==> config.mk <==
export PLATFORM = sky130hd
export DESIGN_NAME = memory_map
export DESIGN_NICKNAME = d
export VERILOG_FILES = /design/src/verilog/miner_pkg.sv /design/src/verilog/memory_map.sv
export VERILOG_INCLUDE_DIRS = /design/src /design/src/include
export SDC_FILE = /design/constraint.sdc
export NUM_CORES = 1
export LEC_CHECK = 0
export BUFFER_PORTS_ARGS = -buffer_cell sky130_fd_sc_hd__clkbuf_2
export CAP_MARGIN = 20
export CORE_UTILIZATION = 47
export DETAILED_ROUTE_END_ITERATION = 8
export PLACE_DENSITY = 0.82
export SLEW_MARGIN = 10
export SYNTH_ARGS = -nofsm -noshare
export SYNTH_HDL_FRONTEND = slang
export SYNTH_SLANG_ARGS = --single-unit
==> constraint.sdc <==
create_clock -name clk -period 4.7 [get_ports clk]
set_input_delay 0.47 -clock clk [delete_from_list [all_inputs] [get_ports clk]]
set_output_delay 0.47 -clock clk [all_outputs]
set_load 0.02 [all_outputs]
==> src/include/mmio_regs.svh <==
// MMIO word offsets and the AFU identifier, included by the memory map and the testbench
`ifndef MMIO_REGS_SVH
`define MMIO_REGS_SVH

// ==============================
// register word offsets
// ==============================

// identifier register, read only
`define REG_ID 16'd0
// host byte address where the header lines start
`define REG_RD_ADDR 16'd1
// host byte address where the result lines go
`define REG_WR_ADDR 16'd2
// number of lines in one run, used for both channels
`define REG_SIZE 16'd3
// difficulty target, only the low hash bits are kept
`define REG_TARGET 16'd4
// any write here starts a run
`define REG_GO 16'd5
// live copy of the DMA write done level
`define REG_DONE 16'd6

// value returned by REG_ID so software can tell it found the right AFU
`define AFU_ID_VALUE 64'h4E4F_4E43_4553_5231

`endif

==> src/verilog/miner_pkg.sv <==
// shared widths, types, hash constants and result layout for the hash search AFU
package miner_pkg;

   // ==============================
   // widths and types
   // ==============================

   localparam int LINE_WIDTH = 64;
   localparam int ADDR_WIDTH = 64;
   localparam int SIZE_WIDTH = 16;
   localparam int NONCE_WIDTH = 16;
   localparam int HASH_WIDTH = 32;
   // MMIO registers are addressed by word index
   localparam int MMIO_ADDR_WIDTH = 16;

   typedef logic [LINE_WIDTH-1:0] line_t;
   typedef logic [ADDR_WIDTH-1:0] addr_t;
   typedef logic [SIZE_WIDTH-1:0] count_t;
   typedef logic [NONCE_WIDTH-1:0] nonce_t;
   typedef logic [HASH_WIDTH-1:0] hash_t;
   typedef logic [MMIO_ADDR_WIDTH-1:0] mmio_addr_t;

   // ==============================
   // hash and result layout
   // ==============================

   localparam int MIX_ROTATE = 29;
   localparam int MIX_ROUNDS = 2;
   // any odd constant keeps the multiply a bijection on 64 bits
   localparam line_t MIX_MULT = 64'h9E37_79B9_7F4A_7C15;

   // field positions inside one result line
   localparam int RES_FOUND_BIT = 63;
   localparam int RES_NONCE_LSB = 32;
   localparam int RES_HASH_LSB = 0;

   // a lane waits for a job, searches, then holds its result until taken
   typedef enum logic [1:0] {
      LANE_IDLE,
      LANE_SEARCH,
      LANE_HOLD
   } lane_state_t;

   // the nonce lands in the low bits of the header before the rounds
   function automatic hash_t mix_hash(line_t header, nonce_t nonce);
      line_t v;
      v = header ^ {{(LINE_WIDTH-NONCE_WIDTH){1'b0}}, nonce};
      for (int r = 0; r < MIX_ROUNDS; r++) begin
         // xor with a right rotation, then spread the bits with the multiply
         v = v ^ {v[MIX_ROTATE-1:0], v[LINE_WIDTH-1:MIX_ROTATE]};
         v = v * MIX_MULT;
      end
      return v[HASH_WIDTH-1:0];
   endfunction

endpackage

==> src/verilog/memory_map.sv <==
// MMIO register file of the AFU that holds the run setup and turns a go write into a pulse
`timescale 1ns/10ps

`include "mmio_regs.svh"

module memory_map (
   input  logic                   clk,
   input  logic                   rst,
   input  logic                   mmio_wr_en,
   input  miner_pkg::mmio_addr_t  mmio_wr_addr,
   input  miner_pkg::line_t       mmio_wr_data,
   input  logic                   mmio_rd_en,
   input  miner_pkg::mmio_addr_t  mmio_rd_addr,
   input  logic                   wr_done,
   output miner_pkg::line_t       mmio_rd_data,
   output logic                   mmio_rd_valid,
   output logic                   go,
   output miner_pkg::addr_t       rd_base,
   output miner_pkg::addr_t       wr_base,
   output miner_pkg::count_t      size,
   output miner_pkg::hash_t       target
);

   // ==============================
   // register writes
   // ==============================

   // the setup registers keep their value until software rewrites them
   always_ff @(posedge clk) begin
      if (rst) begin
         rd_base <= '0;
         wr_base <= '0;
         size    <= '0;
         target  <= '0;
         go      <= 1'b0;
      end else begin
         // go only lasts for the cycle after the write
         go <= 1'b0;
         if (mmio_wr_en) begin
            case (mmio_wr_addr)
               `REG_RD_ADDR: rd_base <= mmio_wr_data;
               `REG_WR_ADDR: wr_base <= mmio_wr_data;
               // only the low bits of size and target are stored
               `REG_SIZE:    size <= mmio_wr_data[miner_pkg::SIZE_WIDTH-1:0];
               `REG_TARGET:  target <= mmio_wr_data[miner_pkg::HASH_WIDTH-1:0];
               // the data of a go write carries no meaning
               `REG_GO:      go <= 1'b1;
               default: ;
            endcase
         end
      end
   end

   // ==============================
   // register reads
   // ==============================

   // the valid flag follows every read request by exactly one cycle
   always_ff @(posedge clk) begin
      if (rst) begin
         mmio_rd_valid <= 1'b0;
      end else begin
         mmio_rd_valid <= mmio_rd_en;
      end
   end

   // the read data register answers the word requested in the cycle before
   always_ff @(posedge clk) begin
      if (mmio_rd_en) begin
         case (mmio_rd_addr)
            `REG_ID:      mmio_rd_data <= `AFU_ID_VALUE;
            `REG_RD_ADDR: mmio_rd_data <= rd_base;
            `REG_WR_ADDR: mmio_rd_data <= wr_base;
            `REG_SIZE:    mmio_rd_data <= miner_pkg::line_t'(size);
            `REG_TARGET:  mmio_rd_data <= miner_pkg::line_t'(target);
            // done is sampled live so software sees the DMA state directly
            `REG_DONE:    mmio_rd_data <= miner_pkg::line_t'(wr_done);
            default:      mmio_rd_data <= '0;
         endcase
      end
   end

   // every read answer belongs to a request from the cycle before and carries defined data
   assert property (@(posedge clk) disable iff (rst)
      mmio_rd_valid |-> $past(mmio_rd_en) && !$isunknown(mmio_rd_data));

endmodule

Word level (Yosys, flattened, before mapping)
Cells that the tools add are included.
{"block": "totals", "ff_bits": 242, "output_inout_bits": 242, "elab_cells": 26}
{"block": "op_classes", "n_eq_ne": 10, "muxes": 2, "bitwise_logic": 1, "n_reduce_logical": 6}
{"operator": "case mux 64 bit (6 select lines)", "n": 1}
{"operator": "equality test 16 x 2 -> 1 bit (second input constant)", "n": 4}
{"operator": "equality test 16 x 3 -> 1 bit (second input constant)", "n": 4}
{"operator": "equality test 16 x 1 -> 1 bit (second input constant)", "n": 2}
{"operator": "logical NOT 16 bit", "n": 1}
{"operator": "AND reduction 2 bit", "n": 4}
{"operator": "OR reduction 2 bit", "n": 1}
{"operator": "two-way mux 1 bit", "n": 1}
{"operator": "inverter 1 bit", "n": 1}

Longest topological paths before layout
{"block": "depth", "depth_word": 2, "mapped_depth": 7, "depth_no_buf": 4}

Worst setup path before layout
Ideal clock, no wire load.
{"block": "synth_path", "path_type": "input to register", "start": "input port mmio_rd_addr[13]", "end": "register mmio_rd_data[38] (data pin)", "setup_ns": 0.132, "arrival_time_ns": 1.762, "required_time_ns": 4.568, "setup_slack_ns": 2.806, "path_stages": 6, "path_buffers": 2, "cell_sequence": "nor4_4 nand3_2 and4bb_2 buf_4 buf_4 a221o_1"}
{"block": "synth_via", "elab_chain_len": 2, "elab_cells_between_ends": 7, "cone_classes": "eq/ne (5); mux (1); reduce/logical (1)"}
{"item": "start: declaration", "line_no": "memory_map.sv:13", "source": "input miner_pkg::mmio_addr_t mmio_rd_addr,"}
{"item": "equality test 16 x 3 -> 1 bit (tied with other cells)", "line_no": "memory_map.sv:70", "source": "case (mmio_rd_addr)"}
{"item": "case mux 64 bit (6 select lines) *", "line_no": "memory_map.sv:70"}
{"item": "end signal: assignment", "line_no": "memory_map.sv:71", "source": "`REG_ID: mmio_rd_data <= `AFU_ID_VALUE;"}
{"item": "end signal: assignment", "line_no": "memory_map.sv:72", "source": "`REG_RD_ADDR: mmio_rd_data <= rd_base;"}
{"item": "end signal: assignment", "line_no": "memory_map.sv:73", "source": "`REG_WR_ADDR: mmio_rd_data <= wr_base;"}
{"item": "end: declaration", "line_no": "memory_map.sv:15", "source": "output miner_pkg::line_t mmio_rd_data,"}
Every way passes the cells marked *; elsewhere a longest branch is shown, timed or not.
A chain may end at the register's enable or synchronous reset.

Final worst setup path
{"block": "layout_path", "start": "input port mmio_rd_addr[6]", "end": "register mmio_rd_data[63] (data pin)"}
Same word-level chain as after synthesis.

==> run_results.csv <==
group,metric,value,unit
clock_network,cts_hold_buf,0,
final_layout,drive_gt1_share,31.05,%
detailed_routing,drt-vias-per-instance,5.824,
sta,worst_pin_slew,1.134,ns
floorplanning,io_pins,343,
logic_synthesis,synth_warnings,0,
sta,setup_violations,0,
detailed_routing,drt-initial-drc-count,583,
grt,grt_overflow,0,
sta,fin_skew,0.009126,ns
grt,grt_pass1_wl,50.05,mm
power_and_ir_drop,pwr-share-clk,46.1,%
grt,grt_antenna_before_repair,0,
grt,grt_max_degree,156,
logic_synthesis,netlist-cell-type-count,38,
grt,grt_usage,28.49,%
power_and_ir_drop,p_switching,983.7,µW
final_layout,n_antenna_cell,0,
place,port_buffers,342,
grt,first_global_vias,9080,
clock_network,clkSlewWorstSetupHoldPaths,0.06,ns
power_and_ir_drop,netSwitchingFraction,22.25,%
critical_path,crit_fanout,44,
sta,slew_viol_final,0,
logic_synthesis,syn_area,10440,µm²
clock_network,cts-htree-levels,1,
power_and_ir_drop,p_leak,0.005641,µW
clock_network,cts_buffer_depth,3,
status,status,"completed",
final_layout,final_common_cell,"clkbuf_2",
power_and_ir_drop,power_frac_seq,49.0,%
sta,finalCritPeriodShare,53.08,%
min_path,hold_class,"in2reg",
critical_path,end_kind,"flop",
logic_synthesis,ys_seq_area_share,52.54,%
floorplanning,die_h,151.0,µm
floorplanning,die_area,22810,µm²
critical_path,worst_setup_path_start_kind,"primary input",
detailed_routing,drc_errors,0,
critical_path,crit_type,"in2reg",
sta,period_needed,2.495,ns
sta,fmax,400.8,MHz
power_and_ir_drop,comb_power_share,4.9,%
flow_run,cap_violations,0,
clock_network,clockRootBuffer,"clkbuf_16",
sta,setup_tns,0,ns
place,hpwl,21.99,mm
floorplanning,initial_utilization,47.84,%
logic_synthesis,synth_area_per_cell,10.17,µm²
power_and_ir_drop,vdd_drop_max,0.1946,mV
final_layout,area_delta_synth_final,25.72,%
detailed_routing,antenna_left,0,
clock_network,cts_setup_buffers,0,
final_layout,num-nets-final,1424,
logic_synthesis,syn_inst,1027,
place,routabilityCongestion,0.8504,
clock_network,cts_resized,0,
logic_synthesis,synth_fp_nets,1128,
clock_network,cts.sinks,242,
final_layout,final_cell_mix,"clkbuf_2, dfxtp_1, nand2b_1, o21ai_0, mux2i_1",
final_layout,fin_area,13130,µm²
clock_network,cts_tree,"yes",
power_and_ir_drop,intPower,3437,µW
logic_synthesis,synth-seq-cells,242,
clock_network,clk_latency,0.52,ns
detailed_routing,first_pass_iters,5,
sta,slew_headroom,24.38,%
sta,rsz0062_at_grt,"false",
critical_path,crit_required,5.09,ns
place,post_dp_cell_area,12270,µm²
critical_path,cp.arrival,2.89,ns
detailed_routing,vias,9452,
sta,finalHoldViolCount,0,
power_and_ir_drop,powerDensity,336.8,nW/µm²
floorplanning,core_area,21820,µm²
detailed_routing,wl_per_cell,20.86,µm
floorplanning,dieWidth,151.0,µm
final_layout,fillers,1795,
clock_network,numCtsBuffers,26,
detailed_routing,wirelength,33.85,mm
floorplanning,row_count,54,
-- final timing paths --
path	start	endpoint	slack, ns	cells after the start
max	mmio_rd_addr[6]	mmio_rd_data[63]$_DFFE_PP_	2.21	7
min	mmio_wr_data[9]	rd_base[9]$_SDFFE_PP0P_	0.19	3
max reg2reg	wr_base[0]$_SDFFE_PP0P_	mmio_rd_data[0]$_DFFE_PP_	3.51	4
min reg2reg	rd_base[35]$_SDFFE_PP0P_	rd_base[35]$_SDFFE_PP0P_	0.49	2
-- kinds of logic (layout without fill, tap and decap cells) --
family                 Yosys count  in the layout  share of synthesized area [%]
buffers and inverters          113            429                          4.590
AOI/OAI and AO/OA              267            267                          15.76
muxes                           94             94                          9.012
DFF                            242            242                          52.54
and+or+nand+nor                311            311                          18.10
-- per-stage QoR --
| step | setup slack [ns] | instances | power (µW) | hold WS (ns) | utilization [%] |
|---|---|---|---|---|---|
| 5_1_grt | 2.136 | 1623 | 4545 | 0.1873 | 60.14 |
| 2_1_floorplan | 2.806 | 1027 | 2315 | 0.5575 | - |
| 4_1_cts | 2.251 | 1623 | 4448 | 0.1750 | 60.14 |
| 3_3_place_gp | 1.786 | 1575 | 2423 | 0.4731 | 56.20 |
| 3_5_place_dp | 1.697 | 1575 | 2426 | 0.4826 | 56.20 |
| 6_report | 2.205 | 1623 | 4421 | 0.1931 | 60.14 |
-- synth_stat cells, drive strengths merged --
cell type / n / area share [%]
mux2i: 94 / 9.0
o22ai: 1 / 0.060
nor3: 25 / 1.2
and4bb: 2 / 0.24
a21oi: 71 / 3.4
or2: 1 / 0.060
inv: 21 / 0.76
nor4: 6 / 0.99
nor4b: 2 / 0.23
nand2: 3 / 0.11
edfxtp: 64 / 18
o32ai: 4 / 0.34
a22o: 16 / 1.3
nand4: 3 / 0.18
dfxtp: 178 / 34
and4: 2 / 0.17
and3b: 1 / 0.084
nor3b: 1 / 0.072
a221o: 46 / 4.4
a211oi: 1 / 0.072
o21ai: 128 / 6.1
or3: 1 / 0.060
nand3: 69 / 3.4
buf: 35 / 1.8
nand3b: 2 / 0.14
clkbuf: 57 / 2.0
nor2: 16 / 0.60
nor2b: 31 / 1.9
nand2b: 146 / 8.7
-- layout make-up --
class | count | area, µm² | share of cell area, %
clock buffer | 37 | 773.2 | 5.891
multi-input combinational | 672 | 4496 | 34.25
clock inverter | 11 | 86.33 | 0.6578
timing repair buffer | 360 | 1856 | 14.14
inverter | 21 | 78.83 | 0.6006
sequential | 242 | 5485 | 41.79
tap | 280 | 350.3 | 2.669
-- flip-flops by register name (all words and copies together) (netlist names) --
register / cells
size: 16
go: 1
wr_base: 64
rd_base: 64
mmio_rd_valid: 1
target: 32
mmio_rd_data: 64
-- power groups by stage --
stage,clock [µW],combinational [µW],sequential (µW)
2_1_floorplan,0,77.2,2240
6_report,2040,218,2160
4_1_cts,2070,217,2160
3_3_place_gp,0,212,2210
5_1_grt,2140,235,2170
3_5_place_dp,0,216,2210
-- metal layers --
metal / up-vias / share of wire (%) / track usage, %
met5: - / 0 / 0
met2: 522 / 48 / 48.42
li1: 4290 / - / -
met3: 91 / 9.7 / 6.627
met1: 4549 / 38 / 34.38
met4: 0 / 3.6 / 12.20
-- worst max-delay path, stage by stage --
cell	delay, ns
clkbuf_2	0.10
nor4_4	0.36
nand3_2	0.10
buf_4	0.27
and4bb_2	1.09
buf_4	0.29
a22o_1	0.14
Power figures use the tool's default switching activity.
